===== src/hw/vfdPkg.sv =====
// Frame geometry, scan timing constants, vector types and the scanner state enum.
package vfdPkg;

	// ==================================================
	// Frame geometry.
	// ==================================================
	localparam int frameBytes  = 3003; // Bytes in one host frame.
	localparam int rowBytes    = 77;   // Bytes per RAM row.
	localparam int rowCount    = 39;   // RAM rows.
	localparam int gridCount   = 52;   // Grids on the tube.

	// Serial stream of one grid.
	localparam int bitsPerGrid = 288;  // Bits shifted per grid.
	localparam int pixelBits   = 234;  // Leading pixel bits.
	localparam int gridBitBase = 234;  // First grid-enable bit.
	localparam int pixPerGroup = 6;    // A F B E C D, then next row.

	// ==================================================
	// Scan timing.
	// ==================================================
	localparam int blankLen    = 7;    // Cycles of blank per grid.
	localparam int latchStart  = 1;    // Latch rises here.
	localparam int latchEnd    = 5;    // Latch falls here.

	// GCP start bits, one per brightness step.
	localparam int gcpStarts [0:5] = '{72, 144, 192, 216, 240, 256};
	localparam int gcpWidth    = 3;    // Pulse width in bits.

	// Vector types.
	typedef logic [11:0] ramAddrT; // Frame RAM address.
	typedef logic [7:0]  ramByteT; // Two pixels, low six bits.
	typedef logic [5:0]  gridT;    // Grid number, 1 to 52.
	typedef logic [8:0]  bitIdxT;  // Bit within a grid.
	typedef logic [2:0]  pixSlotT; // Position in A F B E C D.
	typedef logic [2:0]  grayT;    // One bit per serial line.

	// Scanner states.
	typedef enum logic [2:0] {
		held,      // Display blanked, waiting on the host.
		blank,     // Blank and latch phase.
		fetch,     // RAM read issued.
		clockLow,  // Data settles.
		clockHigh  // Serial clock high.
	} scanStateT;

endpackage


===== src/hw/gcpPulseGen.sv =====
// Gradient control pulse generator keyed on the bit index.
module gcpPulseGen
	import vfdPkg::*;
(
	input  logic   CLK,
	input  logic   arstN,
	input  bitIdxT bitIdx,
	input  logic   sck,
	input  logic   loadActive,
	output logic   gcp
);

	logic sckPrev;
	logic bitEdge;  // Serial clock just fell.
	logic hitStart;
	logic hitEnd;

	assign bitEdge = sckPrev & ~sck;

	always_comb begin
		hitStart = 1'b0;
		hitEnd   = 1'b0;
		for (int i = 0; i < $size(gcpStarts); i++) begin
			if (bitIdx == bitIdxT'(gcpStarts[i]))
				hitStart = 1'b1;
			if (bitIdx == bitIdxT'(gcpStarts[i] + gcpWidth))
				hitEnd = 1'b1;
		end
	end

	always_ff @(posedge CLK or negedge arstN) begin
		if (!arstN) begin
			sckPrev <= 1'b0;
			gcp     <= 1'b0;
		end else if (loadActive) begin
			sckPrev <= 1'b0;
			gcp     <= 1'b0;
		end else begin
			sckPrev <= sck;
			if (bitEdge && hitStart)
				gcp <= 1'b1; // Rises with clockLow of the start bit.
			else if (bitEdge && hitEnd)
				gcp <= 1'b0;
		end
	end

endmodule


===== config.mk =====
export PLATFORM = sky130hd
export DESIGN_NAME = gcpPulseGen
export DESIGN_NICKNAME = d
export VERILOG_FILES = /design/src/hw/vfdPkg.sv /design/src/hw/gcpPulseGen.sv
export SDC_FILE = /design/constraint.sdc
export NUM_CORES = 1
export LEC_CHECK = 0
export ABC_CLOCK_PERIOD_IN_PS = 2200
export BUFFER_PORTS_ARGS = -buffer_cell sky130_fd_sc_hd__buf_2
export CELL_PAD_IN_SITES_DETAIL_PLACEMENT = 1
export CELL_PAD_IN_SITES_GLOBAL_PLACEMENT = 1
export CORE_AREA = 2 2 39 41
export DETAILED_ROUTE_END_ITERATION = 16
export DIE_AREA = 0 0 41 43
export GPL_ROUTABILITY_DRIVEN = 0
export GPL_TIMING_DRIVEN = 0
export HOLD_SLACK_MARGIN = 0.08
export PLACE_DENSITY_LB_ADDON = 0.12
export SYNTH_ARGS = -nofsm -noshare
export SYNTH_HDL_FRONTEND = slang
export SYNTH_SLANG_ARGS = --single-unit

===== constraint.sdc =====
create_clock -name CLK -period 2.2 [get_ports CLK]
set_clock_uncertainty 0.15 [all_clocks]
set_input_delay 0.66 -clock CLK [delete_from_list [all_inputs] [get_ports CLK]]
set_output_delay 0.66 -clock CLK [all_outputs]
set_load 0.01 [all_outputs]

==> flow_metrics.tcl <==
set metrics [dict create \
    path_clk_slew_ps 30 \
    ys_seq_area_share_pct 29.9 \
    outcome "finished, violations left" \
    total_power_uw 150 \
    arrival_ps 2210 \
    pwr-share-seq_pct 26.0 \
    die-height_um 43 \
    drc 0 \
    syn-num-nets 31 \
    post-route-util_pct 21.8 \
    hold_class "reg2reg" \
    drive_above_1_share_pct 54.3 \
    clock-sinks 2 \
    tightestPinTransition_ps 297 \
    core-area_mm2 0.00138 \
    rows 14 \
    antenna_left 0 \
    n_antenna_cell 0 \
    drt-pass1-iter-count 1 \
    clockRootBuffer "clkbuf_4" \
    required_ps 2180 \
    chipWidth_um 41 \
    setup_violations 1 \
    routed_via_density 4.08 \
    synth-seq-cells 2 \
    worstSetupPathType "in2reg" \
    violations "setup timing" \
    syn2layout_area_growth_pct 79.9 \
    end_kind "flop" \
    fin_ws_ps -31.6 \
    switching_share_pct 22.4 \
    drv_cap 0 \
    fin_nets 50 \
    io_buffers 13 \
    pwr-share-comb_pct 20.9 \
    dieArea_mm2 0.00176 \
    grt_max_degree 5 \
    p_switching_uw 33.7 \
    vias 208 \
    yosys_warnings 0 \
    hold_viol 0 \
    clock_latency_ps 220 \
    htreeDepth 1 \
    post_cts_buffers 0 \
    first_global_vias 226 \
    finalCriticalPeriod_ps 2230 \
    hpwl_um 477 \
    p_int_uw 116 \
    grtUsageTotal_pct 8.32 \
    cts_tree "yes" \
    crit_fanout 2 \
    grt_pass1_wl_um 931 \
    numCtsBuffers 3 \
    p_clk_share_pct 53.2 \
    ir_worst_vdd_v 0.000142 \
    initial_utilization_pct 12.1 \
    antenna_found_initial 0 \
    slew_viol_final 0 \
    synthDistinctLibCells 13 \
    p_leak_nw 0.138 \
    fmax_mhz 448 \
    syn_area_um2 168 \
    period_share_pct 101 \
    clk_path_buf_depth 2 \
    io_pins 14 \
    avgSynthCellArea_um2 9.31 \
    drtIter0Drc 0 \
    cellPowerDensity_mw_per_mm2 498 \
    relSlewSlack_pct 80.1 \
    overflow 0 \
    syn-instance-count 18 \
    start_kind "input pin" \
    totalWireLength_um 533 \
    wl_per_cell_um 10.5 \
    rsz0062_at_grt "true" \
]
-- what timing repair did --
action / in CTS / in global routing
hold endpoints to repair: 2 / 0
gates resized for setup: 2 / 0
setup endpoints to repair: 1 / 1
hold buffers: 1 / 0
-- synth_stat cells --
| library cell | count | area (um2) |
|---|---|---|
| or4_1 | 2 | 15.0 |
| a31oi_1 | 1 | 6.26 |
| xor2_1 | 2 | 17.5 |
| nor2_1 | 1 | 3.75 |
| nand2b_1 | 2 | 12.5 |
| a211oi_1 | 1 | 7.51 |
| o21ai_0 | 2 | 10.0 |
| dfrtp_1 | 2 | 50.1 |
| a21bo_2 | 1 | 10.0 |
| o31ai_2 | 1 | 12.5 |
| mux2i_1 | 1 | 10.0 |
| nand4_1 | 1 | 6.26 |
| nor2b_1 | 1 | 6.26 |
-- path summary, 6_finish.rpt --
path,from,end,slack [ps],depth (start not counted)
setup / recovery,bitIdx[2],gcp$_DFFE_PN0P_,-30,6
hold / removal,gcp$_DFFE_PN0P_,gcp$_DFFE_PN0P_,440,2
setup reg to reg,sckPrev$_DFF_PN0_,gcp$_DFFE_PN0P_,890,3
hold reg to reg,gcp$_DFFE_PN0P_,gcp$_DFFE_PN0P_,440,2
max in group asynchronous,arstN,gcp$_DFFE_PN0P_,1200,2
min in group asynchronous,arstN,sckPrev$_DFF_PN0_,600,2
-- placed cells by master (no fill, tap or decap), drive strengths merged --
cell type	count
mux2i	1
or4	2
a31oi	1
a21bo	1
dlygate4sd3	1
clkbuf	3
xor2	2
nor2	1
buf	13
o21ai	2
dfrtp	2
nand2b	2
o31ai	1
nand4	1
a211oi	1
nor2b	1
-- state kept, by name (all words and copies together), names as in the netlist --
| signal | flops |
|---|---|
| gcp | 1 |
| sckPrev | 1 |
-- cell families (layout without fill, tap and decap cells) --
kind of cell,after synthesis,count (layout),share of synthesized area (%)
buf+inv,0,17,0
mux,1,1,5.97
simple gates,7,7,26.1
flops,2,2,29.9
xor+xnor,2,2,10.4
compound gates,6,6,27.6
-- stage by stage --
step	setup TNS (ps)	setup WS [ps]	instances	hold WS [ps]	cell area (um2)
2_1_floorplan	-59.2	-59.2	18	214	171
3_3_place_gp	-279	-279	47	295	256
3_5_place_dp	-316	-316	47	297	256
4_1_cts	-64.1	-64.1	51	458	302
5_1_grt	-101	-101	51	471	302
6_report	-31.6	-31.6	51	441	302
-- worst max-delay path, stage by stage --
cell	delay [ps]
buf_6	90
or4_4	520
o31ai_2	180
nand4_1	120
or4_1	470
a31oi_1	160
-- per-layer routing --
metal | GRT usage [%] | wire length (um) | vias to the layer above
met5 | 0 | 0 | -
met4 | 6.00 | 0 | 0
met3 | 3.14 | 32 | 0
met2 | 12.5 | 295 | 4
met1 | 8.97 | 206 | 99
li1 | - | - | 105
-- area by class of cell --
cell class / count / area, um2
Multi-Input combinational cell: 16 / 121
Timing Repair Buffer: 14 / 87.6
Tap cell: 16 / 20.0
Clock buffer: 3 / 22.5
Sequential cell: 2 / 50.0
Fill cell: 173 / 1080
-- power groups by stage --
stage / combinational, mW / sequential (mW) / clock (mW)
detailed placement: 0.0285 / 0.0394 / 0
CTS: 0.0321 / 0.0390 / 0.0863
floorplan: 0.00984 / 0.0394 / 0
finish: 0.0313 / 0.0390 / 0.0798
global route: 0.0357 / 0.0392 / 0.0891
global placement: 0.0272 / 0.0393 / 0
Power figures use the tool's default switching activity.
