===== config.mk =====
export PLATFORM = sky130hd
export DESIGN_NAME = gridSequencer
export DESIGN_NICKNAME = d
export VERILOG_FILES = /design/src/hw/vfdPkg.sv /design/src/hw/gridSequencer.sv
export SDC_FILE = /design/constraint.sdc
export NUM_CORES = 1
export LEC_CHECK = 0
export BUFFER_PORTS_ARGS = -buffer_cell sky130_fd_sc_hd__buf_4
export CELL_PAD_IN_SITES_DETAIL_PLACEMENT = 1
export CELL_PAD_IN_SITES_GLOBAL_PLACEMENT = 1
export CORE_MARGIN = 1.5
export CORE_UTILIZATION = 48
export CTS_BUF_LIST = sky130_fd_sc_hd__clkbuf_8
export DETAILED_ROUTE_END_ITERATION = 16
export GPL_ROUTABILITY_DRIVEN = 0
export PLACE_DENSITY_LB_ADDON = 0.1
export SYNTH_ARGS = -nofsm -noshare
export SYNTH_HDL_FRONTEND = slang
export SYNTH_SLANG_ARGS = --single-unit

===== constraint.sdc =====
create_clock -name CLK -period 3.3 [get_ports CLK]
set_input_delay 0 -clock CLK [delete_from_list [all_inputs] [get_ports CLK]]
set_output_delay 0 -clock CLK [all_outputs]
set_load 0.05 [all_outputs]

===== src/hw/vfdPkg.sv =====
// Frame geometry, scan timing constants, vector types and the scanner state enum.
package vfdPkg;

	// ==================================================
	// Frame geometry.
	// ==================================================
	localparam int frameBytes  = 3003; // Bytes in one host frame.
	localparam int rowBytes    = 77;   // Bytes per RAM row.
	localparam int rowCount    = 39;   // RAM rows.
	localparam int gridCount   = 52;   // Grids on the tube.

	// Serial stream of one grid.
	localparam int bitsPerGrid = 288;  // Bits shifted per grid.
	localparam int pixelBits   = 234;  // Leading pixel bits.
	localparam int gridBitBase = 234;  // First grid-enable bit.
	localparam int pixPerGroup = 6;    // A F B E C D, then next row.

	// ==================================================
	// Scan timing.
	// ==================================================
	localparam int blankLen    = 7;    // Cycles of blank per grid.
	localparam int latchStart  = 1;    // Latch rises here.
	localparam int latchEnd    = 5;    // Latch falls here.

	// GCP start bits, one per brightness step.
	localparam int gcpStarts [0:5] = '{72, 144, 192, 216, 240, 256};
	localparam int gcpWidth    = 3;    // Pulse width in bits.

	// Vector types.
	typedef logic [11:0] ramAddrT; // Frame RAM address.
	typedef logic [7:0]  ramByteT; // Two pixels, low six bits.
	typedef logic [5:0]  gridT;    // Grid number, 1 to 52.
	typedef logic [8:0]  bitIdxT;  // Bit within a grid.
	typedef logic [2:0]  pixSlotT; // Position in A F B E C D.
	typedef logic [2:0]  grayT;    // One bit per serial line.

	// Scanner states.
	typedef enum logic [2:0] {
		held,      // Display blanked, waiting on the host.
		blank,     // Blank and latch phase.
		fetch,     // RAM read issued.
		clockLow,  // Data settles.
		clockHigh  // Serial clock high.
	} scanStateT;

endpackage


===== src/hw/gridSequencer.sv =====
// Scan FSM: grid, bit, pixel slot and row counters with blank, latch, clock and end-of-frame.
module gridSequencer
	import vfdPkg::*;
(
	input  logic       CLK,
	input  logic       arstN,
	input  logic       loadActive,
	output gridT       grid,
	output bitIdxT     bitIdx,
	output pixSlotT    pixSlot,
	output logic [5:0] row,
	output logic       fetchStb,
	output logic       blk,
	output logic       lat,
	output logic       sck,
	output logic       eof
);

	scanStateT  state;
	logic [2:0] phaseCnt; // Blank phase cycle.
	logic       lastBit;  // Bit 287 of the grid.
	logic       eofArm;   // Last clock of grid 52 on the pins.

	assign lastBit  = (bitIdx == bitIdxT'(bitsPerGrid - 1));
	assign fetchStb = (state == fetch);

	// ==================================================
	// State and counters.
	// ==================================================
	always_ff @(posedge CLK or negedge arstN) begin
		if (!arstN) begin
			state    <= held;
			phaseCnt <= '0;
			grid     <= gridT'(1);
			bitIdx   <= '0;
			pixSlot  <= '0;
			row      <= '0;
		end else if (loadActive) begin
			state    <= held; // Host owns the RAM, restart at grid 1.
			phaseCnt <= '0;
			grid     <= gridT'(1);
			bitIdx   <= '0;
			pixSlot  <= '0;
			row      <= '0;
		end else begin
			case (state)
				held: state <= blank;
				blank: begin
					if (phaseCnt == 3'(blankLen - 1)) begin
						phaseCnt <= '0;
						state    <= fetch;
					end else begin
						phaseCnt <= phaseCnt + 1'b1;
					end
				end
				fetch:    state <= clockLow;
				clockLow: state <= clockHigh;
				clockHigh: begin
					if (lastBit) begin
						bitIdx  <= '0;
						pixSlot <= '0;
						row     <= '0;
						state   <= blank;
						grid    <= (grid == gridT'(gridCount)) ? gridT'(1) : grid + 1'b1;
					end else begin
						bitIdx <= bitIdx + 1'b1;
						state  <= fetch;
						if (pixSlot == pixSlotT'(pixPerGroup - 1)) begin
							pixSlot <= '0;
							if (row != 6'(rowCount - 1)) // Parks on the last row.
								row <= row + 1'b1;
						end else begin
							pixSlot <= pixSlot + 1'b1;
						end
					end
				end
				default: state <= held;
			endcase
		end
	end

	// ==================================================
	// Registered display controls, one cycle behind state.
	// ==================================================
	always_ff @(posedge CLK or negedge arstN) begin
		if (!arstN) begin
			blk    <= 1'b1;
			lat    <= 1'b0;
			sck    <= 1'b0;
			eofArm <= 1'b0;
			eof    <= 1'b0;
		end else if (loadActive) begin
			blk    <= 1'b1; // Tube dark while loading.
			lat    <= 1'b0;
			sck    <= 1'b0;
			eofArm <= 1'b0;
			eof    <= 1'b0;
		end else begin
			blk    <= (state == held) || (state == blank);
			lat    <= (state == blank) && (phaseCnt >= latchStart) && (phaseCnt < latchEnd);
			sck    <= (state == clockHigh);
			eofArm <= (state == clockHigh) && lastBit && (grid == gridT'(gridCount));
			eof    <= eofArm; // Host may send the next frame.
		end
	end

endmodule


==> summary.md <==
| Metric | Value |
|---|---|
| Result of the run | `finished, final reports clean` |
| Setup violators final | `0` |
| Max-slew headroom at the worst pin | `0.5463` |
| Netlist area before placement | `1868 sq um` |
| Largest net degree at the start of global routing | `36` |
| Finished Cell Area | `2216 sq um` |
| Main combinational cell family by area after synthesis | `simple AND/OR/NAND/NOR gates` |
| Total of flip-flops plus latches after synthesis | `35` |
| Cell leakage power | `~1 nW` |
| Post-CTS Repair Setup Buffers | `0` |
| Cell variety after synth | `48` |
| Min-Delay Path Class | `in -> reg` |
| H-tree levels | `2` |
| Post-cts resize count | `0` |
| Power density over the cells | `approximately 440 nW/um^2` |
| Mux share of post-synthesis cell area | `0.005358` |
| Detailed router's first-iteration violation count | `106` |
| Number of fillers in the final layout | `438` |
| Slowest cell on the critical path | `nor3b_4` |
| Rows | `22` |
| Area added between synthesis and finish | `18.62%` |
| Final-report hold violation count | `0` |
| Wire length of the first global-routing pass | `8328 microns` |
| Number of max-slew violations in the final report | `0` |
| Initial Utilization | `0.5064` |
| Type of the setup path with the least slack | `reg -> reg` |
| Adder-cell share of the synthesized area | `0.03349` |
| Number of hold buffers added after CTS | `1` |
| Highest-count cells in the layout ignoring fill and taps | `33 x dfrtp_1, 31 x buf_4, 16 x nand2_1` |
| Final setup skew | `0.008601 ns` |
| Critical Path Fanout Max | `14` |
| Final total negative setup slack | `0 ns` |
| Worst hold path endpoint | `eof$_DFF_PN0_` |
| Port bufs | `31` |
| Share of async-settable or async-resettable flops after synthesis | `1.000` |
| Share of the synthesized area in compound gates (AO/OA/AOI/OAI) | `0.1547` |
| Number of buffers created by CTS | `5` |
| Number of synthesis warnings | `0` |
| Number of vias in the routed layout | `1656` |
| Die area | `4275 sq um` |
| Cells traversed along the worst timing path | `nor3b_4, nand3_2, or4_1, a21oi_1` |
| Initial antenna violation count | `0` |
| Max Root-Sink Buffers | `2` |
| CP bufs+invs | `0` |
| CTS root buf | `clkbuf_8` |
| GR Overflow Total | `0` |
| Register-to-Register Setup Slack | `1.26 ns` |
| Number of inserted diodes | `0` |
| Clock-pin slew on the worst setup and hold paths | `roughly 0.070 ns` |
| Die W | `65.39 microns` |
| Commonest non-fill, non-tap cell in the layout | `dfrtp_1` |
| Average routed wire per standard cell | `about 18 microns` |
| Cells on Worst Hold Path | `2` |
| Main synth FF type | `dfrtp_1` |
| Post-Syn Instances | `191` |
| Fraction of final layout cells with drive strength greater than 1 | `0.1973` |
| Post-synth EDFFs | `0` |
| Final design utilization | `0.6007` |
| Post-detailed-routing wire length | `4806 microns` |
| Cells on worst reg2reg path | `4` |
| Portion of the post-synthesis area used by sequential elements | `0.4702` |
| Xor-xnor portion of the synthesized cell area | `0.03282` |
| Antenna Violating Nets Remaining | `0` |
| Number of sinks on the clock net | `35` |
| Actual transition at the worst max-transition pin | `0.6749 ns` |
| Capture instance of the worst register-to-register path | `grid[5]$_DFFE_PN0P_` |
| Placeable core region | `3689 sq um` |
| Highest attainable clock frequency | `0.4911 GHz` |
| Worst EP arrival | `2.25 ns` |
| Post-Syn Nets | `199` |
| Count of TritonRoute iterations in the first routing pass | `4` |
| Die Y-Extent | `around 65 microns` |
| Fraction of the cycle the final worst path needs | `0.6171` |
| Clock Latency Late Sink | `0.29 ns` |
| Worst path required time | `around 3.5 ns` |
| Endpoint type of the worst setup path | `register` |
| CP top delay family | `simple AND/OR/NAND/NOR gates` |
| Setup repair after global routing missed its margin | `false` |
| Type of origin of the critical path | `register` |
| IO Count | `32` |
| Total power after layout | `0.0009740 W` |
| Via count of the first global-routing pass | `1667` |
| Combined flip-flop and latch cell area | `878.3 sq um` |
| Final min period | `2.036 ns` |
| TritonCTS clock tree | `yes` |
| Final layout net count | `230` |
| Overall global routing resource usage | `0.2565` |
| Post-synthesis simple-gate area fraction | `0.2739` |
| Total of max-cap violations | `0` |
| Worst R2R Start | `state[0]$_DFFE_PN0P_` |
| Vias/cell | `6.111` |
| Total half-perimeter wirelength after legalization and detailed placement | `3355 microns` |
| DRC violations left | `0` |
| Peak VDD IR | `0.2780 mV` |
| Mean cell area of the mapped netlist | `9.780 sq um` |
| Total area of multi-input combinational cells | `around 930 sq um` |
| Max incr delay on CP | `0.57 ns` |
| Start point of the worst hold path | `loadActive` |
| Cell area reported after detailed placement | `2125 sq um` |
how the worst max path moves through the flow:
stage               cells after the start  slack, ns                  start             endpoint
floorplan                               5       1.28  bitIdx[0]$_DFFE_PN0P_  grid[3]$_DFFE_PN0P_
global placement                        4       1.30   state[0]$_DFFE_PN0P_  grid[3]$_DFFE_PN0P_
detailed placement                      4       1.27   state[0]$_DFFE_PN0P_  grid[5]$_DFFE_PN0P_
CTS                                     4       1.26   state[0]$_DFFE_PN0P_  grid[5]$_DFFE_PN0P_
global route                            4       1.07   state[0]$_DFFE_PN0P_  grid[3]$_DFFE_PN0P_
finish                                  4       1.26   state[0]$_DFFE_PN0P_  grid[5]$_DFFE_PN0P_
state kept, by name, indices dropped and copies added, names as in the netlist:
register / cells
pixSlot: 3
lat: 1
sck: 1
state: 3
blk: 1
grid: 6
eof: 1
eofArm: 1
phaseCnt: 3
bitIdx: 9
row: 6
cells by family after synthesis:
family                     after synthesis
AOI/OAI and AO/OA                       46
and+or+nand+nor                         84
xor gates and xnor gates                 7
muxes                                    1
DFF                                     35
buffers and inverters                   13
adders and majority gates                5
cells in the mapped netlist (4+ instances only):
library cell | n | share of area
nand2_1 | 16 | 0.032
nand3_1 | 11 | 0.029
inv_1 | 5 | 0.010
o211ai_1 | 4 | 0.016
nor2_1 | 14 | 0.028
a21oi_1 | 11 | 0.029
or4_1 | 5 | 0.020
dfrtp_1 | 33 | 0.44
nand4_1 | 6 | 0.020
or3_1 | 5 | 0.017
nor2b_1 | 5 | 0.017
ha_1 | 5 | 0.033
xor2_1 | 7 | 0.033
o21ai_0 | 12 | 0.032
final cells by class:
class / count / area share
clock buffer: 5 / 0.03106
sequential: 35 / 0.3964
multi-input combinational: 143 / 0.4218
timing repair buffer: 32 / 0.1095
clock inverter: 3 / 0.005647
inverter: 5 / 0.008470
tap: 48 / 0.02710
per-layer routing:
layer	track usage	wire length, microns	vias to the layer above	share of wire
li1	-	-	768	-
met3	0.05822	219	8	0.046
met1	0.3330	2149	841	0.45
met2	0.4196	2362	39	0.49
met5	0	0	-	0
met4	0.09375	74	0	0.015
power by group:
group | total [W] | switching [W] | internal [W]
sequential | 0.000503 | 0.0000463 | 0.000457
clock | 0.000295 | 0.000153 | 0.000142
combinational | 0.000175 | 0.000120 | 0.0000558
per-stage QoR:
step | hold WS [ns] | instances | setup slack (ns)
after floorplan | -0.2956 | 191 | 1.282
after global placement | -0.02490 | 262 | 1.304
after detailed placement | -0.01644 | 262 | 1.270
after CTS | 0.1045 | 271 | 1.258
after global routing | 0.1263 | 271 | 1.072
final | 0.1111 | 271 | 1.264
Note: power is estimated with default switching activity, not from simulation.
