[config.mk]
export PLATFORM = sky130hd
export DESIGN_NAME = spiFrameLoader
export DESIGN_NICKNAME = d
export VERILOG_FILES = /design/src/hw/vfdPkg.sv /design/src/hw/spiFrameLoader.sv
export SDC_FILE = /design/constraint.sdc
export NUM_CORES = 1
export LEC_CHECK = 0
export ABC_AREA = 1
export BUFFER_PORTS_ARGS = -buffer_cell sky130_fd_sc_hd__buf_2
export CAP_MARGIN = 20
export CORE_MARGIN = 3
export CORE_UTILIZATION = 50
export DETAILED_ROUTE_END_ITERATION = 8
export PLACE_DENSITY_LB_ADDON = 0.3
export SLEW_MARGIN = 20
export SYNTH_ARGS = -nofsm -noshare
export SYNTH_HDL_FRONTEND = slang
export SYNTH_SLANG_ARGS = --single-unit
[constraint.sdc]
create_clock -name CLK -period 1.9 [get_ports CLK]
set_clock_uncertainty 0.15 [all_clocks]
set_input_delay 0.19 -clock CLK [delete_from_list [all_inputs] [get_ports CLK]]
set_output_delay 0.19 -clock CLK [all_outputs]
set_load 0.02 [all_outputs]
[src/hw/vfdPkg.sv]
// Frame geometry, scan timing constants, vector types and the scanner state enum.
package vfdPkg;

	// ==================================================
	// Frame geometry.
	// ==================================================
	localparam int frameBytes  = 3003; // Bytes in one host frame.
	localparam int rowBytes    = 77;   // Bytes per RAM row.
	localparam int rowCount    = 39;   // RAM rows.
	localparam int gridCount   = 52;   // Grids on the tube.

	// Serial stream of one grid.
	localparam int bitsPerGrid = 288;  // Bits shifted per grid.
	localparam int pixelBits   = 234;  // Leading pixel bits.
	localparam int gridBitBase = 234;  // First grid-enable bit.
	localparam int pixPerGroup = 6;    // A F B E C D, then next row.

	// ==================================================
	// Scan timing.
	// ==================================================
	localparam int blankLen    = 7;    // Cycles of blank per grid.
	localparam int latchStart  = 1;    // Latch rises here.
	localparam int latchEnd    = 5;    // Latch falls here.

	// GCP start bits, one per brightness step.
	localparam int gcpStarts [0:5] = '{72, 144, 192, 216, 240, 256};
	localparam int gcpWidth    = 3;    // Pulse width in bits.

	// Vector types.
	typedef logic [11:0] ramAddrT; // Frame RAM address.
	typedef logic [7:0]  ramByteT; // Two pixels, low six bits.
	typedef logic [5:0]  gridT;    // Grid number, 1 to 52.
	typedef logic [8:0]  bitIdxT;  // Bit within a grid.
	typedef logic [2:0]  pixSlotT; // Position in A F B E C D.
	typedef logic [2:0]  grayT;    // One bit per serial line.

	// Scanner states.
	typedef enum logic [2:0] {
		held,      // Display blanked, waiting on the host.
		blank,     // Blank and latch phase.
		fetch,     // RAM read issued.
		clockLow,  // Data settles.
		clockHigh  // Serial clock high.
	} scanStateT;

endpackage

[src/hw/spiFrameLoader.sv]
// SPI slave front end: pin synchronizers, byte assembly and addressed frame RAM writes.
module spiFrameLoader
	import vfdPkg::*;
(
	input  logic    CLK,
	input  logic    arstN,
	input  logic    sdi,
	input  logic    sclk,
	input  logic    csN,
	output logic    wrEn,
	output ramAddrT wrAddr,
	output ramByteT wrData,
	output logic    loadActive
);

	logic [1:0] sdiSync;  // Two-flop synchronizers.
	logic [1:0] sclkSync;
	logic [1:0] csSync;
	logic       sclkPrev; // Last synchronized sclk.
	logic       sclkRise;
	logic       accept;   // Bit taken into the shifter.
	logic [2:0] bitCnt;
	ramAddrT    byteCnt;  // Saturates at frameBytes.
	ramByteT    shiftReg;
	logic       byteDone; // Byte complete, write next cycle.

	assign loadActive = ~csSync[1]; // Chip select low.
	assign sclkRise   = sclkSync[1] & ~sclkPrev;
	assign accept     = sclkRise && loadActive && (byteCnt != ramAddrT'(frameBytes));

	always_ff @(posedge CLK or negedge arstN) begin
		if (!arstN) begin
			sdiSync  <= '0;
			sclkSync <= '0;
			csSync   <= '1; // Idle host, deselected.
			sclkPrev <= 1'b0;
		end else begin
			sdiSync  <= {sdiSync[0], sdi};
			sclkSync <= {sclkSync[0], sclk};
			csSync   <= {csSync[0], csN};
			sclkPrev <= sclkSync[1];
		end
	end

	// ==================================================
	// Byte and address counting.
	// ==================================================
	always_ff @(posedge CLK or negedge arstN) begin
		if (!arstN) begin
			bitCnt   <= '0;
			byteCnt  <= '0;
			byteDone <= 1'b0;
			wrEn     <= 1'b0;
		end else begin
			wrEn     <= byteDone;
			byteDone <= accept && (bitCnt == 3'd7); // Eighth bit in.
			if (!loadActive) begin
				bitCnt  <= '0; // New frame starts at address 0.
				byteCnt <= '0;
			end else begin
				if (accept)
					bitCnt <= bitCnt + 1'b1;
				if (byteDone)
					byteCnt <= byteCnt + 1'b1;
			end
		end
	end

	always_ff @(posedge CLK) begin
		if (accept)
			shiftReg <= {shiftReg[6:0], sdiSync[1]}; // MSB first.
		if (byteDone) begin
			wrAddr <= byteCnt;
			wrData <= shiftReg;
		end
	end

endmodule

==> results of run 1 <==
[placed cells by master (no fill, tap or decap), drive strengths merged, types with 3 or more instances in the layout]
cell,instances
dfrtp,22
nand2,36
buf,27
nor3b,3
dlygate4sd3,4
clkbuf,5
a21oi,5
nand3,8
nor2,22
inv,14
ha,4
edfxtp,28
[worst max-delay path: stages (launching register included)]
cell                      delay, ns
sky130_fd_sc_hd__dfstp_2       0.59
sky130_fd_sc_hd__inv_1         0.24
sky130_fd_sc_hd__buf_2         0.25
[per-layer routing]
layer / part of all wire / wire [um] / vias to the layer above
met5: 0 / 0 / -
met4: 0.020 / 59 / 0
met3: 0.056 / 169 / 7
met2: 0.51 / 1520 / 24
met1: 0.42 / 1260 / 575
li1: - / - / 579
[area by class of cell]
| type | count | area [um^2] |
|---|---|---|
| Clock buffer | 5 | 68.8 |
| Clock inverter | 3 | 37.5 |
| Fill cell | 289 | 1420 |
| Inverter | 14 | 52.6 |
| Multi-Input combinational cell | 86 | 457 |
| Sequential cell | 52 | 1440 |
| Tap cell | 48 | 60.1 |
| Timing Repair Buffer | 31 | 178 |
[sequential cells by signal, summed over array words and instances (netlist names)]
signal / flops
shiftReg: 8
wrAddr: 12
byteCnt: 12
sclkSync: 2
csSync: 2
sclkPrev: 1
wrEn: 1
sdiSync: 2
byteDone: 1
bitCnt: 3
wrData: 8
[power by group through the flow]
stage / logic, W / registers [W] / clock network (W)
floorplan: 0.0000240 / 0.00123 / 0
global placement: 0.0000402 / 0.00123 / 0
detailed placement: 0.0000419 / 0.00123 / 0
CTS: 0.0000484 / 0.00121 / 0.000745
global route: 0.0000537 / 0.00121 / 0.000784
finish: 0.0000476 / 0.00121 / 0.000719
[per-stage QoR]
step	hold slack [ns]	total power, W	instances
2_1_floorplan	-0.256	0.00125	153
6_report	0.205	0.00197	239
3_5_place_dp	0.0539	0.00127	227
5_1_grt	0.212	0.00205	239
4_1_cts	0.210	0.00200	239
3_3_place_gp	0.0494	0.00127	227
[kinds of logic (layout without fill, tap and decap cells)]
group                    count (synthesis)  after routing  synth area share
AO/OA/AOI/OAI                            9              9            0.0274
adder cells (fa/ha/maj)                  4              4            0.0254
buffers and inverters                   15             53            0.0337
flip-flops                              52             52             0.734
AND/OR/NAND/NOR                         73             73             0.179
[final timing paths]
kind / start / endpoint / slack, ns / depth (start not counted)
setup / recovery: csSync[1] / loadActive / 0.17 / 2
hold / removal: sclkSync[0] / sclkSync[1] / 0.21 / 0
setup reg to reg: byteCnt[0] / shiftReg[3] / 0.24 / 6
hold reg to reg: sclkSync[0] / sclkSync[1] / 0.21 / 0
max in group asynchronous: arstN / csSync[0] / 0.99 / 2
min in group asynchronous: arstN / byteCnt[8] / 0.24 / 2
[cell usage after synthesis, drive strengths merged]
master / instances
clkbuf: 1
dfstp: 2
o21bai: 1
a21oi: 5
nor3b: 3
inv: 14
o21a: 1
nand4: 2
ha: 4
nand2b: 1
nand3: 8
edfxtp: 28
nand2: 36
dfrtp: 22
o21ai: 2
and2: 1
nor2: 22
==> metrics, run 1 <==
slew of the pin with the lowest slew margin=0.538 ns; TritonCTS clock tree=done; fraction of power spent switching nets=0.190; Synth Register Bits=52; unrepaired setup endpoints after global routing=no; kind of end point of the critical path=primary output; minimum setup slack in the final design=between 0.15 and 0.2 ns; run status=finished, final reports clean; number of placed I/O pins=27; met2 usage in global routing=0.242; critical path class=register to primary output; H-tree levels=2; part of the power in registers=0.611; final wirelength=3010 um; post-cts gate resize count=0; Post-Synthesis Net Count=approximately 160; Yosys warnings=0; top-area cell type share of the netlist area=0.427; Die Width=68.7 um; proportion of layout cells with a drive suffix above 1=0.262; number of vias per cell after detailed routing=4.96; number of global-route vias before repair=1,135; final core area utilization=0.618; vias after detailed routing=between 1,000 and 1,500; largest cells by area after synthesis=sky130_fd_sc_hd__edfxtp_1 43%, sky130_fd_sc_hd__dfrtp_1 28%, sky130_fd_sc_hd__nand2_1 6.5%, sky130_fd_sc_hd__nor2_1 3.1%, sky130_fd_sc_hd__dfstp_2 2.7%; core area=3720 um^2; number of buffers added to fix hold violations after cts=4; number of remaining DRC errors=0; required time of the worst setup path=approximately 1.6 ns; cell area after placement=~2200 um^2; setup fix buffers added after clock tree synthesis=0; Unique masters post-synth=23; area added between synthesis and finish=16.8%; maximum root-to-sink buffer count=2; drt initial violations=about 110; critical path peak fanout=15; number of sinks on the clock net=52; most used routing layer in global routing=met2; number of diodes added for antenna fixing=0; final net count=199; portion of total power attributed to combinational logic=0.024; setup violators final=0; Critical Path Source Type=register; Non-Filler Cell Area, Final=2300 um^2; arrival time at the worst endpoint=1.39 ns; Worst Setup Slack post-DPL=0.255 ns; Placer Congestion=0.820; per-cell routed wire length=12.6 um; sequential share of the synthesized area=0.734; 1st-pass router iterations=4; global-route track usage on met1=0.183; clock buffers created by TritonCTS=5; maximum ir drop on the vdd rail=0.000749 V; count of final hold-check violations=0; HP Class=register to register; part of the total power dissipated in the clock network=0.364; die outline height=68.7 um; mean cell area of the mapped netlist=~13 um^2; power spent charging and discharging nets=0.000375 W; total overflow reported by the global router=0; Lkg Pwr=0.941 nW; time the final worst path needs with I/O delays and setup=1.73 ns; remaining antenna violation count after routing=0; Port Buffer Count=26; Synth Cell Area=1970 um^2; setup TNS=0 ns; wire length of the first global-routing pass=5060 um; max cap viols=0; Max-Slew Margin vs Limit=0.641; CTS clk-pin slew, worst paths=0.08 ns; cell type contributing the most total cell area after synthesis=sky130_fd_sc_hd__edfxtp_1; Power Density=859 nW/um^2; number of core rows=22; starting density of the core=0.529; clock tree root driver cell=sky130_fd_sc_hd__clkbuf_8; detailed placement HPWL=around 2100 um; Max Slew Vio Count=0; maximum frequency from static timing analysis=between 0.5 and 0.6 GHz; Int Power=0.00160 W; GR Util All Layers=0.152; largest net degree at the start of global routing=25; initial antenna violation count=0; area enclosed by the die boundary=4720 um^2; clock latency reported for the late side of the worst-skew pair=between 0.3 and 0.4 ns; GR Layer Usage met3=0.0616; share of the clock period used by the worst path after layout=0.909; Mapped Cells=153
No activity file was read; power rests on OpenSTA's default activity.
==> run 2: changes to the inputs <==
- clock period: 1.9 -> 1.7 ns (I/O delays scaled with it)
==> metrics, run 2 (synthesis gave the netlist of run 1 again) <==
critical register-to-register path startpoint=byteCnt[1]; maximum frequency from static timing analysis=0.632 GHz; run status=finished, final reports clean; GR Util All Layers=0.147; remaining antenna violation count after routing=0; master of the slowest instance on the critical path=sky130_fd_sc_hd__dfrtp_1; launching element of the worst setup path=byteCnt[1]; Crit path max-delay family=flip-flops; detailed placement HPWL=2060 um; per-cell routed wire length=12.4 um; 1st-pass router iterations=4; number of global-route vias before repair=1,121; minimum setup slack in the final design=0.118 ns; clock buffers created by TritonCTS=5; wire length of the first global-routing pass=4960 um; starting density of the core=0.529; die outline height=68.7 um; number of vias per cell after detailed routing=4.81; maximum root-to-sink buffer count=2; part of the total power dissipated in the clock network=0.319; number of diodes added for antenna fixing=0; leading registers by flop count=byteCnt x12, wrAddr x12; drt initial violations=82; TritonCTS clock tree=done; number of filler cells placed in the layout=311; number of placed I/O pins=27; setup violators final=0; kind of end point of the critical path=register; fraction of power spent switching nets=0.203; unrepaired setup endpoints after global routing=no; Placer Congestion=0.815; Die Width=just under 70 um; commonest cells after routing, fill and taps aside=34 x sky130_fd_sc_hd__nand2_1, 28 x sky130_fd_sc_hd__edfxtp_1, 26 x sky130_fd_sc_hd__buf_2, 22 x sky130_fd_sc_hd__dfrtp_1, 16 x sky130_fd_sc_hd__nor2_1; H-tree levels=2; number of sinks on the clock net=52; proportion of layout cells with a drive suffix above 1=0.289; cell depth of the worst flop-to-flop path=6; time the final worst path needs with I/O delays and setup=1.58 ns; core area=roughly 3700 um^2; slew of the pin with the lowest slew margin=0.556 ns; portion of total power attributed to combinational logic=0.029; part of the power in registers=0.652; maximum ir drop on the vdd rail=a little over 0.0005 V; number of remaining DRC errors=0; number of core rows=22; clock latency reported for the late side of the worst-skew pair=0.30 ns; vias after detailed routing=1,178; Power Density=890 nW/um^2; arrival time at the worst endpoint=1.42 ns; largest net degree at the start of global routing=25; Max Slew Vio Count=0; Worst Setup Slack post-DPL=0.112 ns; area enclosed by the die boundary=4720 um^2; initial antenna violation count=0; final instance count without filler cells=245; startpoint of the most critical hold path=sdiSync[0]; Max-Slew Margin vs Limit=0.629; clock tree root driver cell=sky130_fd_sc_hd__clkbuf_8; share of the clock period used by the worst path after layout=0.930; peak per-stage delay on the critical path=0.44 ns; buffering stage count on the worst path with inverters included=1; total overflow reported by the global router=0; area added between synthesis and finish=18.1%; critical path class=register to register; final net count=about 200; required time of the worst setup path=1.54 ns; Port Buffer Count=26; combined area of the multi-input logic cells=457 um^2; stages on the worst setup path=6; count of final hold-check violations=0; max cap viols=0; final core area utilization=0.625; critical path peak fanout=11; setup TNS=0 ns; Int Power=0.00165 W; most common cell after layout, fill and taps aside=sky130_fd_sc_hd__nand2_1; power spent charging and discharging nets=about 0.00042 W; Fin Hold WS=0.208 ns; Lkg Pwr=roughly 0.95 nW; footprint of the flip-flops and latches=roughly 1400 um^2; hold path cells=0; final wirelength=3040 um; HP Class=register to register; series of cell instances along the critical path=ha_1, nand2_1, nor2_1, nand3_1, nand2_2, inv_2; Critical Path Source Type=register; CTS clk-pin slew, worst paths=0.08 ns; placed cell count=229
## run 2: metrics by stage
stage	power [W]	area, um^2
after global routing	0.00215	2320
final	0.00207	2320
after global placement	0.00142	2170
after floorplan	0.00140	1970
after CTS	0.00208	2290
after detailed placement	0.00142	2170
## run 2: worst paths after layout
path                                     to  slack, ns
worst max-delay path            shiftReg[3]       0.12
worst min-delay path             sdiSync[1]       0.21
worst max register to register  shiftReg[3]       0.12
worst min register to register   sdiSync[1]       0.21
max in group asynchronous         csSync[1]       0.79
min in group asynchronous        byteCnt[7]       0.23
## run 2: cell type report
type | count | area share
clock inverter | 2 | 0.00485
clock buffer | 6 | 0.0312
tap | 48 | 0.0258
sequential | 52 | 0.621
timing repair buffer | 37 | 0.0959
multi-input combinational | 86 | 0.197
inverter | 14 | 0.0242
## run 2: per-layer routing
metal  part of all wire  track usage  vias to the layer above
met3              0.055       0.0470                        6
met4              0.019       0.0730                        0
met1               0.45        0.183                      559
met2               0.47        0.231                       26
met5                  0            0                        -
li1                   -            -                      587
## run 2: timing repair
item | in CTS | in global routing
endpoints found under the setup margin | 0 | 1
hold buffers | 4 | 0
endpoints found under the hold margin | 25 | 0
setup buffers | 0 | 4
resized for setup | 0 | 1
## run 2: power groups by stage
stage          clock (W)  sequential (W)  combinational [W]
2_1_floorplan          0         0.00137          0.0000268
3_5_place_dp           0         0.00138          0.0000469
3_3_place_gp           0         0.00137          0.0000448
5_1_grt         0.000731         0.00135          0.0000681
6_report        0.000659         0.00135          0.0000604
4_1_cts         0.000681         0.00135          0.0000539
==> run 3: changes to the inputs <==
==> constraint.sdc (replaced) <==
create_clock -name CLK -period 1.7 [get_ports CLK]
set_clock_uncertainty 0.15 [all_clocks]
set_input_delay 0.34 -clock CLK [delete_from_list [all_inputs] [get_ports CLK]]
set_output_delay 0.34 -clock CLK [all_outputs]
set_load 0.02 [all_outputs]
==> metrics, run 3 (synthesis gave the netlist of run 1 again) <==
run status=finished, final reports clean; critical path class=register to primary output; slew of the pin with the lowest slew margin=0.522 ns; wire length of the first global-routing pass=5310 um; maximum frequency from static timing analysis=between 0.6 and 0.7 GHz; number of vias per cell after detailed routing=4.95; final wirelength=3150 um; leading registers by flop count=byteCnt x12, wrAddr x12; largest net degree at the start of global routing=25; initial antenna violation count=0; max cap viols=0; critical path peak fanout=5; area enclosed by the die boundary=approximately 4700 um^2; setup violators final=0; TritonCTS clock tree=done; die outline height=between 60 and 70 um; clock tree root driver cell=sky130_fd_sc_hd__clkbuf_8; number of core rows=22; final core area utilization=0.629; count of final hold-check violations=0; final net count=203; commonest cells after routing, fill and taps aside=34 x sky130_fd_sc_hd__nand2_1, 28 x sky130_fd_sc_hd__edfxtp_1, 26 x sky130_fd_sc_hd__buf_2, 22 x sky130_fd_sc_hd__dfrtp_1, 16 x sky130_fd_sc_hd__nor2_1; Die Width=just under 70 um; stages on the worst setup path=2; peak per-stage delay on the critical path=just under 0.6 ns; number of filler cells placed in the layout=301; CTS clk-pin slew, worst paths=roughly 0.090 ns; final instance count without filler cells=243; critical register-to-register path startpoint=byteCnt[1]; hold path cells=0; HP Class=register to register; most common cell after layout, fill and taps aside=sky130_fd_sc_hd__nand2_1; required time of the worst setup path=about 1.2 ns; H-tree levels=2; Port Buffer Count=26; maximum root-to-sink buffer count=2; register-to-register path setup slack=0.14 ns; clock latency reported for the late side of the worst-skew pair=0.31 ns; 1st-pass router iterations=4; area added between synthesis and finish=18.9%; buffering stage count on the worst path with inverters included=2; cell depth of the worst flop-to-flop path=6; share of the clock period used by the worst path after layout=0.968; reg2reg end=shiftReg[0]; remaining antenna violation count after routing=0; kind of end point of the critical path=primary output; placed cell count=230; series of cell instances along the critical path=inv_1, buf_2; Max Slew Vio Count=0; total overflow reported by the global router=0; time the final worst path needs with I/O delays and setup=between 1.5 and 2 ns; vias after detailed routing=1,203; Endpoint, Worst Hold=sdiSync[1]; maximum ir drop on the vdd rail=0.000465 V; number of diodes added for antenna fixing=0; number of sinks on the clock net=52; Power Density=between 900 and 1000 nW/um^2; GR Util All Layers=0.160; setup TNS=0 ns; startpoint of the most critical hold path=sdiSync[0]; proportion of layout cells with a drive suffix above 1=0.287; master of the slowest instance on the critical path=sky130_fd_sc_hd__dfstp_2; starting density of the core=0.529; clock buffers created by TritonCTS=5; Lkg Pwr=0.963 nW; Placer Congestion=0.825; drt initial violations=between 90 and 100; Crit path max-delay family=flip-flops; number of placed I/O pins=27; detailed placement HPWL=~2300 um; Max-Slew Margin vs Limit=0.652; number of global-route vias before repair=1,186; Critical Path Source Type=register; per-cell routed wire length=roughly 13 um; arrival time at the worst endpoint=about 1.2 ns; number of remaining DRC errors=0; core area=3720 um^2
run 3: cell types whose count changed in the layout (fill, tap and decap cells not counted), sizes merged:
cell / change
bufinv: +1
buf: -2
clkbuf: -1
clkinvlp: -1
inv: +2
clkinv: -1
run 3: worst reg2reg max path, delay by kind of cell, from the launching register on:
| family | cells | cell delay, ns |
|---|---|---|
| DFF | 1 | 0.45 |
| buffers and inverters | 1 | 0.15 |
| and+or+nand+nor | 4 | 0.29 |
| adders and majority gates | 1 | 0.23 |
run 3: report_power, final:
| part | switching, W | internal (W) |
|---|---|---|
| combinational | 0.0000357 | 0.0000212 |
| clock | 0.000404 | 0.000443 |
| sequential | 0.00000819 | 0.00134 |
| total | 0.000448 | 0.00180 |
run 3: layer usage:
| metal | track usage | vias to the layer above | wire length (um) | share of wire |
|---|---|---|---|---|
| li1 | - | 583 | - | - |
| met1 | 0.193 | 582 | 1370 | 0.43 |
| met2 | 0.259 | 30 | 1560 | 0.49 |
| met3 | 0.0502 | 8 | 149 | 0.047 |
| met4 | 0.0779 | 0 | 75 | 0.024 |
| met5 | 0 | - | 0 | 0 |
run 3: what timing repair did:
item	4_1_cts	5_1_grt
hold buffers	4	0
resized for setup	0	1
endpoints found under the setup margin	0	9
endpoints found under the hold margin	25	0
buffers inserted	0	1
run 3: layout make-up:
type                            count  area (um^2)  share of cell area
Tap cell                           48         60.1              0.0257
Timing Repair Buffer               35          208              0.0888
Multi-Input combinational cell     86          457               0.195
Clock buffer                        5         68.8              0.0294
Clock inverter                      3         46.3              0.0198
Inverter                           14         55.1              0.0235
Sequential cell                    52         1440               0.617
run 3: through the flow:
step,area [um^2],setup slack (ns),hold WS [ns],total power [W]
finish,2340,0.0546,0.209,0.00225
global placement,2170,0.161,0.186,0.00142
detailed placement,2170,0.0985,0.193,0.00142
global route,2340,-0.0000995,0.221,0.00234
floorplan,1970,0.120,-0.106,0.00140
CTS,2330,0.0196,0.213,0.00227
run 3: how the worst max path moves through the flow:
stage                  end        from  slack, ns
5_1_grt         loadActive   csSync[1]    -0.0001
3_3_place_gp   shiftReg[7]  byteCnt[1]       0.16
3_5_place_dp   shiftReg[5]  byteCnt[1]        0.1
6_report        loadActive   csSync[1]       0.05
2_1_floorplan   byteCnt[7]    byteDone       0.12
4_1_cts         loadActive   csSync[1]       0.02
